--- src/hw/cav_pkg.sv ---
package cav_pkg;

	// Drive samples and coupling magnitudes are signed words of this width
	localparam int sample_w = 18;

	// One full turn of phase spans 2**phase_w counts
	// The pair output uses the same width because it keeps one bit above a sample
	localparam int phase_w = 19;

	// Host register map
	localparam int reg_addr_w = 3;
	localparam logic [reg_addr_w-1:0] reg_coup0 = reg_addr_w'(0);
	localparam logic [reg_addr_w-1:0] reg_coup1 = reg_addr_w'(1);
	localparam logic [reg_addr_w-1:0] reg_off0 = reg_addr_w'(2);
	localparam logic [reg_addr_w-1:0] reg_off1 = reg_addr_w'(3);
	localparam logic [reg_addr_w-1:0] reg_freq = reg_addr_w'(4);
	// Addresses 5 to 7 hold nothing and read back as zero

	// Gain of the unrolled CORDIC in unsigned Q1.16
	// The product of sqrt(1 + 2**-2i) has settled at 1.64676 well before twenty stages
	// A coupling magnitude above about 79500 therefore wraps in the 18-bit rotator output
	localparam int cordic_gain_q = 107922;

endpackage

--- src/hw/lo_phase_gen.sv ---
// Local oscillator phase source for the interleaved stream
// iq marks I when high and Q when low and flips on every clock after reset
// The phase accumulator steps once per I/Q pair so both halves of a pair see one phase
module lo_phase_gen (
	input logic clk,
	input logic rst_n,
	input logic [cav_pkg::phase_w-1:0] freq,
	output logic iq,
	output logic [cav_pkg::phase_w-1:0] lo_phase
);

	// iq sits low through reset, so the first cycle after release is an I cycle
	always_ff @(posedge clk or negedge rst_n) begin
		if (!rst_n) begin
			iq <= 1'b0;
		end else begin
			iq <= ~iq;
		end
	end

	// Advance at the end of each Q cycle
	// The new phase then holds through the following I and Q cycles
	// Overflow wraps modulo one turn, which is exactly what a phase needs
	always_ff @(posedge clk or negedge rst_n) begin
		if (!rst_n) begin
			lo_phase <= '0;
		end else if (!iq) begin
			lo_phase <= lo_phase + freq;
		end
	end

endmodule

--- config.mk ---
export PLATFORM = sky130hd
export DESIGN_NAME = lo_phase_gen
export DESIGN_NICKNAME = d
export VERILOG_FILES = /design/src/hw/cav_pkg.sv /design/src/hw/lo_phase_gen.sv
export SDC_FILE = /design/constraint.sdc
export NUM_CORES = 1
export LEC_CHECK = 0
export ABC_AREA = 1
export BUFFER_PORTS_ARGS = -buffer_cell sky130_fd_sc_hd__buf_2
export CAP_MARGIN = 20
export CORE_ASPECT_RATIO = 1.75
export CORE_MARGIN = 2
export CORE_UTILIZATION = 55
export DETAILED_ROUTE_END_ITERATION = 8
export PLACE_DENSITY_LB_ADDON = 0.15
export SLEW_MARGIN = 40
export SYNTH_ARGS = -nofsm -noshare
export SYNTH_HDL_FRONTEND = slang
export SYNTH_SLANG_ARGS = --single-unit
--- constraint.sdc ---
create_clock -name clk -period 4.1 [get_ports clk]
set_input_delay 0.205 -clock clk [delete_from_list [all_inputs] [get_ports clk]]
set_output_delay 0.205 -clock clk [all_outputs]
set_load 0.1 [all_outputs]
Word-level counts from Yosys, hierarchy flattened
Cells that the tools add are included.
W data, S select, Z words.
{"block": "totals", "ff_bits": 20, "input_bits": 21, "out_inout_bits": 20, "elab_cells": 4}
{"block": "op_classes", "add_sub_neg": 1, "bitwise": 1}
{"cell": "$add A19 B19 Y19", "n": 1}
{"cell": "$not A1 Y1", "n": 1}

Depth between registers and ports, before layout
{"block": "logic_depth", "word_depth": 1, "mapped_depth": 13, "ltp_nobuf": 13}

Worst setup path before layout
OpenSTA, ideal clock, no wires.
{"block": "synth_path", "path_type": "register -> register", "start": "register lo_phase[0] (netlist bit)", "end": "register lo_phase[12] (netlist bit)", "setup_time_ns": 0.120, "t_arrival_ns": 2.303, "required_ns": 3.980, "setup_slack_ns": 1.677, "stages_incl_launch_ff": 14, "n_path_buf": 0, "period_less_slack_ns": 2.423, "cell_sequence": "dfrtp_1 ha_1 inv_1 fa_1 inv_1 nand3_1 nand3_2 nand2_1 nand2_1 nand2_1 nand2_1 nand2_1 nand3_1 nand2_1"}
{"block": "synth_between", "elab_chain_cells": 1}
{"item": "from (decl)", "line_no": "lo_phase_gen.sv:9", "source": "output logic [cav_pkg::phase_w-1:0] lo_phase"}
{"item": "from (signal assigned)", "line_no": "lo_phase_gen.sv:28", "source": "lo_phase <= lo_phase + freq;"}
{"item": "$add A19 B19 Y19", "line_no": "lo_phase_gen.sv:28"}
No other way between the ends.
A chain may end at the register's enable or synchronous reset.

Final worst setup path
{"block": "layout_path", "start": "register lo_phase[0] (netlist bit)", "end": "register lo_phase[16] (netlist bit)"}
The elaborated chain is that of the path after synthesis.

==> results.toml <==
[synthesis]
syn_inst = 264
ys_ff_latch = 20
yosys-top-cells-area = "dfrtp_1 (28%), nand2_1 (22%), ha_1 (13%)"
netlist.area_leader.share = 0.283
ys_warn_count = 0
synthDistinctLibCells = 22
seq_area_frac_synth = 0.283
synth_nets = 304
syn_area_per_cell_um2 = 6.70
syn_area_mm2 = 0.00177
synth.largest_area_cell = "dfrtp_1"

[clock_network]
post_cts_buffers = 0
path_clk_slew_ps = 80
cts.path.max_buffers = 2
numCtsBuffers = 3
cts_tree = "done"
cts_sinks = 20
htreeDepth = 1
root_buffer = "clkbuf_8"
clock_latency_ps = 260

[sta]
finalCriticalPeriod_ps = 1900
slew_viol_final = 0
fmax_mhz = 527
finalSetupViolCount = 0
clock_skew_ps = 1.58
final.period_utilization = 0.463
rsz0062_at_grt = "false"
setup_tns_ps = 0
finalHoldViolations = 0
worst_pin_slew_ps = 512
slew_headroom = 0.659

[cells_and_area]
final_cell_mix = "nand2_1 (105), buf_2 (40), inv_1 (28)"
n_antenna_cell = 0
nets = 347
areaGrowthSynthToFinish_pct = 16.5
drive_gt1_frac = 0.176
layout_commonest_cell = "nand2_1"

[critical_path]
r2r_start = "lo_phase[0]"
end_kind = "register"
cpMostUsedCell = "nand2_1"
startpoint = "lo_phase[0]"
critical_path.max_stage_delay_ps = 370
startpoint_type = "register"
path_class = "register to register"
crit_arrival_ps = 2050
path_max_fanout = 4
cp_cell_sequence = "ha_1, inv_1, fa_1, inv_1, nand3_1, nand3_2, nand2_1, nand2_1, nand2_1, nand2_1, nand2_1, nand3_1, nand2_1"
required_ps = 4260
cp_slowest_cell = "dfrtp_1"

[global_route]
grt_overflow_total = 0
grt_pass1_vias = 1692
grt_use_total = 0.254
grt_pass1_wl_um = 6940
grt_max_degree = 32
antenna_found_initial = 0

[die]
fp.dieH_um = 79.0
row_count = 27
initial_utilization = 0.569
ios = 41
die_area_mm2 = 0.00370
fp.dieW_um = 46.9
core_mm2 = 0.00311

[run_status]
status = "complete, no violations"

[placement]
io_buffers = 40
gp_congestion = 0.902
place_hpwl_um = 3460

[hold_path]
holdCritStartpoint = "freq[0]"
hold_path.class = "primary input to register"

[job]
cap_violations = 0

[route]
drc = 0
drt_pre_antenna_iters = 4
first_iter_violations = 48
wl_per_cell_um = 12.5
wirelength_um = 4350
detail-route-antenna-nets = 0
avgViaCountPerCell = 5.13
dr_total_vias = 1791
-- state kept, by name, summed over array words and instances (netlist names) --
| name | count |
|---|---|
| lo_phase | 19 |
| iq | 1 |
-- synth_stat cells, drive strengths merged --
master	instances
a21oi	16
and2	2
buf	1
clkbuf	2
dfrtp	20
fa	1
ha	18
inv	29
nand2	107
nand3	24
nand3b	4
nor2	16
nor3	2
o21ai	14
xnor2	8
-- timing repair --
action                                  CTS  global route
gates resized for setup                   0             0
hold buffers                              1             0
endpoints found under the hold margin    20             0
endpoints found under the setup margin    0             0
-- cell families (layout without fill, tap and decap cells) --
| kind of cell | count (synthesis) | count (layout) | synth area share |
|---|---|---|---|
| buffers and inverters | 32 | 74 | 0.0778 |
| adders and majority gates | 19 | 19 | 0.139 |
| AOI/OAI and AO/OA | 30 | 30 | 0.0870 |
| xor gates and xnor gates | 8 | 8 | 0.0396 |
| and+or+nand+nor | 155 | 155 | 0.374 |
| DFF | 20 | 20 | 0.283 |
-- critical path, delay by kind of cell, from the launching register on --
family / cells / cell delay, ps
DFF: 1 / 370
and+or+nand+nor: 9 / 660
buffers and inverters: 2 / 180
adders and majority gates: 2 / 550
-- per-layer routing --
metal | track usage | wire [µm] | part of all wire | vias up
li1 | - | - | - | 929
met1 | 0.257 | 1680 | 0.39 | 814
met2 | 0.467 | 2420 | 0.56 | 35
met3 | 0.0341 | 114 | 0.026 | 13
met4 | 0.125 | 131 | 0.030 | 0
met5 | 0 | 0 | 0 | -
-- final cells by class --
cell class	instances	area (µm²)
multi-input combinational	212	1130
tap	43	53.8
fill	325	1050
sequential	20	502
clock buffer	4	55.1
timing repair buffer	41	210
inverter	29	109
-- worst paths after layout --
| path | endpoint | slack (ps) | depth (start not counted) |
|---|---|---|---|
| setup / recovery | lo_phase[16] | 2200 | 13 |
| hold / removal | lo_phase[0] | 270 | 4 |
| setup reg to reg | lo_phase[16] | 2200 | 13 |
| hold reg to reg | lo_phase[6] | 510 | 2 |
| max in group asynchronous | iq | 3320 | 2 |
| min in group asynchronous | lo_phase[7] | 430 | 2 |
-- through the flow --
step | worst slack [ps] | hold slack [ps] | utilization | area [µm²] | cells
6_report | 2200 | 271 | 0.663 | 2060 | 349
3_5_place_dp | 2230 | 201 | 0.642 | 2000 | 344
2_1_floorplan | 1680 | -90.6 | - | 1770 | 264
3_3_place_gp | 2320 | 198 | 0.642 | 1990 | 344
5_1_grt | 2010 | 297 | 0.663 | 2060 | 349
4_1_cts | 2200 | 261 | 0.663 | 2060 | 349
Power is not shown: default switching activity piles up to over one toggle a cycle in this logic, so the estimate is an artifact.
