### config.mk
export PLATFORM = sky130hd
export DESIGN_NAME = coupling_regs_flat
export DESIGN_NICKNAME = d
export VERILOG_FILES = /design/src/hw/cav_pkg.sv /design/src/hw/coupling_if.sv /design/src/hw/coupling_regs.sv /design/src/flat_wrapper.sv
export SDC_FILE = /design/constraint.sdc
export NUM_CORES = 1
export LEC_CHECK = 0
export ABC_AREA = 1
export BUFFER_PORTS_ARGS = -buffer_cell sky130_fd_sc_hd__buf_2
export CORE_UTILIZATION = 24
export CTS_CLUSTER_SIZE = 28
export DETAILED_ROUTE_END_ITERATION = 16
export PLACE_DENSITY_LB_ADDON = 0.15
export REMOVE_ABC_BUFFERS = 1
export SETUP_SLACK_MARGIN = 0.3
export SYNTH_ARGS = -nofsm -noshare
export SYNTH_HDL_FRONTEND = slang
export SYNTH_SLANG_ARGS = --single-unit
export TNS_END_PERCENT = 10
### constraint.sdc
create_clock -name clk -period 1.3 [get_ports clk]
set_clock_uncertainty 0.2 [all_clocks]
set_input_delay 0.13 -clock clk [delete_from_list [all_inputs] [get_ports clk]]
set_output_delay 0.13 -clock clk [all_outputs]
set_load 0.05 [all_outputs]
### src/hw/cav_pkg.sv
package cav_pkg;

	// Drive samples and coupling magnitudes are signed words of this width
	localparam int sample_w = 18;

	// One full turn of phase spans 2**phase_w counts
	// The pair output uses the same width because it keeps one bit above a sample
	localparam int phase_w = 19;

	// Host register map
	localparam int reg_addr_w = 3;
	localparam logic [reg_addr_w-1:0] reg_coup0 = reg_addr_w'(0);
	localparam logic [reg_addr_w-1:0] reg_coup1 = reg_addr_w'(1);
	localparam logic [reg_addr_w-1:0] reg_off0 = reg_addr_w'(2);
	localparam logic [reg_addr_w-1:0] reg_off1 = reg_addr_w'(3);
	localparam logic [reg_addr_w-1:0] reg_freq = reg_addr_w'(4);
	// Addresses 5 to 7 hold nothing and read back as zero

	// Gain of the unrolled CORDIC in unsigned Q1.16
	// The product of sqrt(1 + 2**-2i) has settled at 1.64676 well before twenty stages
	// A coupling magnitude above about 79500 therefore wraps in the 18-bit rotator output
	localparam int cordic_gain_q = 107922;

endpackage

### src/hw/coupling_if.sv
// Coupling lookup between the register bank and the coupling pipeline
// Both selects are plain one-bit channel numbers and the bank answers in the same cycle
interface coupling_if;
	import cav_pkg::*;

	// Channel whose magnitude goes into the rotator this cycle
	logic coup_sel;
	logic signed [sample_w-1:0] coupling;

	// Channel whose phase offset gets added to the LO phase this cycle
	logic off_sel;
	logic [phase_w-1:0] phase_offset;

	modport bank (
		input coup_sel,
		input off_sel,
		output coupling,
		output phase_offset
	);

	modport pipe (
		output coup_sel,
		output off_sel,
		input coupling,
		input phase_offset
	);

endinterface

### src/hw/coupling_regs.sv
// Host register bank for the two output couplings and the LO frequency
// Host writes land on the next clock edge and the host read port is combinational
// The pipeline has its own combinational lookup port, so host traffic never stalls it
module coupling_regs (
	input logic clk,
	input logic rst_n,
	input logic host_we,
	input logic [cav_pkg::reg_addr_w-1:0] host_addr,
	input logic [cav_pkg::phase_w-1:0] host_wdata,
	output logic [cav_pkg::phase_w-1:0] host_rdata,
	output logic [cav_pkg::phase_w-1:0] freq,
	coupling_if.bank cpl
);
	import cav_pkg::*;

	// Every register keeps the full host word so readback returns what was written
	// Only the low sample_w bits of a coupling reach the rotator
	logic [phase_w-1:0] coup_q [2];
	logic [phase_w-1:0] off_q [2];
	logic [phase_w-1:0] freq_q;

	always_ff @(posedge clk or negedge rst_n) begin
		if (!rst_n) begin
			coup_q[0] <= '0;
			coup_q[1] <= '0;
			off_q[0] <= '0;
			off_q[1] <= '0;
			freq_q <= '0;
		end else if (host_we) begin
			case (host_addr)
				reg_coup0: coup_q[0] <= host_wdata;
				reg_coup1: coup_q[1] <= host_wdata;
				reg_off0: off_q[0] <= host_wdata;
				reg_off1: off_q[1] <= host_wdata;
				reg_freq: freq_q <= host_wdata;
				// Writes to the spare addresses are dropped
				default: ;
			endcase
		end
	end

	always_comb begin
		case (host_addr)
			reg_coup0: host_rdata = coup_q[0];
			reg_coup1: host_rdata = coup_q[1];
			reg_off0: host_rdata = off_q[0];
			reg_off1: host_rdata = off_q[1];
			reg_freq: host_rdata = freq_q;
			default: host_rdata = '0;
		endcase
	end

	// Pipeline lookups answered in the same cycle as the select
	assign cpl.coupling = coup_q[cpl.coup_sel][sample_w-1:0];
	assign cpl.phase_offset = off_q[cpl.off_sel];
	assign freq = freq_q;

endmodule

### src/flat_wrapper.sv
// flat-port wrapper written by rule: the top's interface ports become plain ports
module coupling_regs_flat import cav_pkg::*;
  (clk, rst_n, host_we, host_addr, host_wdata, host_rdata, freq, cpl_coup_sel, cpl_off_sel, cpl_coupling, cpl_phase_offset);
  coupling_if cpl_i ();
  input logic clk;
  input logic rst_n;
  input logic host_we;
  input logic [cav_pkg::reg_addr_w-1:0] host_addr;
  input logic [cav_pkg::phase_w-1:0] host_wdata;
  output logic [cav_pkg::phase_w-1:0] host_rdata;
  output logic [cav_pkg::phase_w-1:0] freq;
  input wire logic [$bits(cpl_i.coup_sel)-1:0] cpl_coup_sel;
  input wire logic [$bits(cpl_i.off_sel)-1:0] cpl_off_sel;
  output wire logic [$bits(cpl_i.coupling)-1:0] cpl_coupling;
  output wire logic [$bits(cpl_i.phase_offset)-1:0] cpl_phase_offset;
  assign cpl_i.coup_sel = cpl_coup_sel;
  assign cpl_i.off_sel = cpl_off_sel;
  assign cpl_coupling = cpl_i.coupling;
  assign cpl_phase_offset = cpl_i.phase_offset;
  coupling_regs u_core (.clk(clk), .rst_n(rst_n), .host_we(host_we), .host_addr(host_addr), .host_wdata(host_wdata), .host_rdata(host_rdata), .freq(freq), .cpl(cpl_i));
endmodule
Yosys cells after proc, flatten, opt, wreduce, memory -nomap -nowiden. Cells that the tools add are included.

Flip-flop bits (word level): 95. Input port bits: 27.

Order comparisons: 2. Equal/unequal tests: 4. Mux-type cells: 7. Bitwise logic cells: 2. Reductions and logical operators: 6.

Operators with widths (count): one-hot mux 19 bit (5 select lines) (1); two-way mux 19 bit (3); two-way mux 18 bit (3); AND reduction 2 bit (5); equality test 3 x 2 -> 1 bit, second input constant (2); greater-or-equal comparator 2 bit, second input constant (2); inverter 1 -> 2 bit (2); equality test 3 x 1 -> 1 bit, second input constant (1); equality test 3 bit, second input constant (1); logical NOT 3 bit (1).

Longest topological paths before layout.
Word-level depth: 4. Depth in mapped cells: 8. Depth with buffers taken out: 7.

Worst setup path before layout. Ideal clock, no wire load.

Path type: input port to output port. From: in cpl_coup_sel. To: out cpl_coupling[15]. Arrival: 1.596 ns. Slack: -0.626 ns. Stages on the path: 3. Path buffers: 2. Cells stage by stage: clkbuf_1 clkbuf_1 o21ai_0.

Cells in the longest elaborated chain, start to end: 4.

RTL lines: start, declared (RTL line flat_wrapper.sv:12) `input wire logic [$bits(cpl_i.coup_sel)-1:0] cpl_coup_sel;`; inverter 1 -> 2 bit (implied by the code) (RTL line coupling_regs.sv:54) `assign cpl.coupling = coup_q[cpl.coup_sel][sample_w-1:0];`; two-way mux 18 bit (implied by the code) (3 in a row) (RTL line coupling_regs.sv:54); end, declared (RTL line flat_wrapper.sv:14) `output wire logic [$bits(cpl_i.coupling)-1:0] cpl_coupling;`.

Every way passes these cells. The select of a mux whose other input is x is not followed.

Final worst setup path.
From: reg u_core.off_q[10] (netlist bit). To: out host_rdata[10] (netlist bit).

Cells in the longest elaborated chain, start to end: 1.

RTL lines: start, declared (RTL line coupling_regs.sv:19) `logic [phase_w-1:0] off_q [2];`; one-hot mux 19 bit (5 select lines) (RTL line coupling_regs.sv:43) `case (host_addr)`; end, declared (RTL line flat_wrapper.sv:10) `output logic [cav_pkg::phase_w-1:0] host_rdata;`.

Every way passes these cells.

==> flow_summary.json <==
{
  "outcome": "finished with violations",
  "violations": "negative setup slack",
  "end_kind": "output pin",
  "reg2reg_to": "u_core.coup_q[2]",
  "rows": 52,
  "cp_common_cell": "nand2_1",
  "synth_most_common_cell": "nand2_1",
  "synth.top_cell.area_share_pct": 47.7,
  "syn_avg_cell_area_um2": 7.46,
  "met1_usage_pct": 26.0,
  "criticalPathCategory": "reg2out",
  "use_met3_pct": 2.91,
  "clockBufferDepth": 2,
  "drtPass1Iterations": 5,
  "crit_buf_inv": 1,
  "grt_overflow": 0,
  "vias_per_cell": 4.54,
  "yosys.area_share.xor_xnor_pct": 0,
  "grt.busiest_layer": "met2",
  "rr_startpoint": "u_core.coup_q[2]",
  "synth_top_area_cell": "dfrtp_1",
  "grt_max_degree": 76,
  "cp.arrival_ns": 1.26,
  "num_antenna_cells": 0,
  "seq_area_frac_synth_pct": 47.7,
  "grt_pass1_wl_um": 30000,
  "synthAdderAreaFrac_pct": 0,
  "dpl.hpwl_um": 13500,
  "regArea_um2": 2380,
  "cp_cell_sequence": "nand4_1 -> nand2_1 -> nor2_1 -> nand2_1 -> buf_6",
  "fin_ws_ns": -0.293,
  "ant_nets": 0,
  "vias": 5138,
  "coreArea_um2": 20300,
  "finalInstanceArea_um2": 8050,
  "h-tree-depth": 3,
  "yosys.cell_types.count": 21,
  "max_stage_delay_ns": 0.42,
  "required_ns": 0.97,
  "powerDensity_nw_per_um2": 1420,
  "worst_pin_slew_ns": 0.439,
  "area_delta_synth_final_pct": 61.5,
  "multi_input_area_um2": 2640,
  "syn-cell-area_um2": 4980,
  "rsz0062_at_grt": "true",
  "routed_wl_um": 19300,
  "synth_edf_count": 0,
  "whs_ns": 0.0737,
  "min_from": "host_addr[2]",
  "clock_latency_ns": 0.35,
  "ir_worst_vdd_mv": 0.719,
  "routedWlPerCell_um": 17.1,
  "hold_end": "u_core.coup_q[37]",
  "cts_tree": "yes",
  "antenna_found_initial": 0,
  "ios": 102,
  "layout.nets": 883,
  "synthSimpleGateAreaFrac_pct": 34.5,
  "synth_compound_gate_area_share_pct": 7.53,
  "reg2reg_depth": 4,
  "setup_tns_ns": -12.29,
  "synthMuxAreaShare_pct": 4.29,
  "hold_depth": 6,
  "synthTopCellsByArea": "dfrtp_1, nand2_1, nand3_1",
  "period_minus_slack_ns": 1.59,
  "setup_viol_count_final": 68,
  "cp_top_family": "flip-flops",
  "synthArstFlopShare_pct": 100,
  "cts_buffers": 9,
  "relSlewSlack_pct": 70.7,
  "fill_cells": 2144,
  "synth_top_family_by_area": "simple AND/OR/NAND/NOR gates",
  "path_depth": 5,
  "grt_usage_pct": 18.6,
  "ys_warn_count": 0,
  "path_clk_slew_ns": 0.07,
  "root_buffer": "clkbuf_16",
  "hold_class": "in2reg",
  "power.leakage_nw": 4.07,
  "cpMaxStageDelayCell": "dfrtp_1",
  "fin_crit_sh_pct": 123,
  "first_iter_violations": 256,
  "synthCells": 668,
  "placed_area_um2": 6410,
  "grt_pass1_vias": 4993,
  "ys_ff_latch": 95,
  "max_freq_ghz": 0.628,
  "start_util_pct": 24.6,
  "numClockSinks": 95,
  "globalRouteMet2Util_pct": 30.0,
  "die_w_um": 146,
  "drv_cap": 0,
  "gp_congestion": 0.780,
  "layout-drive-gt1-share_pct": 39.1,
  "ys.flop_type": "dfrtp_1",
  "critPathLaunchType": "flip-flop",
  "fp.dieH_um": 146,
  "slew_violations": 0,
  "dieArea_um2": 21300,
  "rrSetupSlack_ns": 0.22,
  "drc_errors": 0,
  "hold_viol_final": 0,
  "port_buffers": 101,
  "netlist_top_cells_count": "nand2_1, dfrtp_1, nand3_1, o21ai_0, buf_2",
  "timing.critical_path.fanout_max": 3
}
==> power breakdown <==
group / switching (W) / internal (W) / leakage [nW]
sequential: 0.000421 / 0.00352 / 1.19
clock: 0.00119 / 0.00155 / 0.140
combinational: 0.00290 / 0.00189 / 2.74
==> tightest hold or removal path, cell delays in order <==
cell and delay (ns):
buf_12 0.09, nor2_4 0.06, nand2_2 0.07, buf_6 0.11, o21ai_0 0.07, nand2_1 0.05
==> cell usage in the layout (no fill, tap or decap), drive strengths merged <==
master / Yosys / final
dlygate4sd3: 0 / 20
inv: 25 / 25
clkinvlp: 0 / 1
clkbuf: 10 / 13
mux2: 19 / 19
o21ai: 75 / 75
bufinv: 0 / 1
nor2: 27 / 27
nand2: 308 / 308
clkinv: 0 / 1
buf: 32 / 199
nand3: 58 / 58
nand4: 19 / 19
dfrtp: 95 / 95
==> per-layer routing <==
metal,wire length [um],share of wire [%]
met5,0,0
met4,204,1.1
met3,889,4.6
met2,9050,47
met1,9170,47
==> final cells by class <==
type | count | share of cell area [%]
Timing Repair Buffer | 219 | 28.6
Sequential cell | 95 | 29.5
Tap cell | 270 | 4.20
Multi-Input combinational cell | 506 | 32.7
Clock buffer | 13 | 3.11
Inverter | 25 | 1.29
Clock inverter | 3 | 0.529
==> sequential cells by signal, indices dropped and copies added (netlist names) <==
signal / cells
u_core.coup_q: 38
u_core.freq: 19
u_core.off_q: 38
==> timing repair <==
action                     4_1_cts  5_1_grt
pin swaps                       59       56
hold endpoints to repair       190        0
setup endpoints to repair      170      166
resized for setup              241       79
setup buffers                   11       17
hold buffers                    20        0
==> through the flow <==
stage	worst slack [ns]	instances	power [W]	util (%)
3_3_place_gp	-0.346	1067	0.00760	31.6
2_1_floorplan	-1.51	626	0.00631	-
5_1_grt	-0.373	1131	0.0120	39.7
3_5_place_dp	-0.361	1067	0.00760	31.6
6_report	-0.293	1131	0.0115	39.7
4_1_cts	-0.305	1114	0.0112	37.8
==> cells by family after synthesis <==
kind of cell / Yosys count
AND/OR/NAND/NOR: 412
buffers and inverters: 67
AO/OA/AOI/OAI: 75
multiplexers: 19
flip-flops: 95
==> how the worst max path moves through the flow <==
stage | startpoint | end | slack, ns
final | u_core.off_q[10] | host_rdata[10] | -0.29
after global routing | u_core.off_q[10] | host_rdata[10] | -0.37
after CTS | u_core.off_q[10] | host_rdata[10] | -0.31
after detailed placement | host_addr[1] | host_rdata[4] | -0.36
after global placement | host_addr[1] | host_rdata[4] | -0.35
after floorplan | host_addr[1] | u_core.coup_q[0] | -1.51
(Power assumes the default switching activity.)
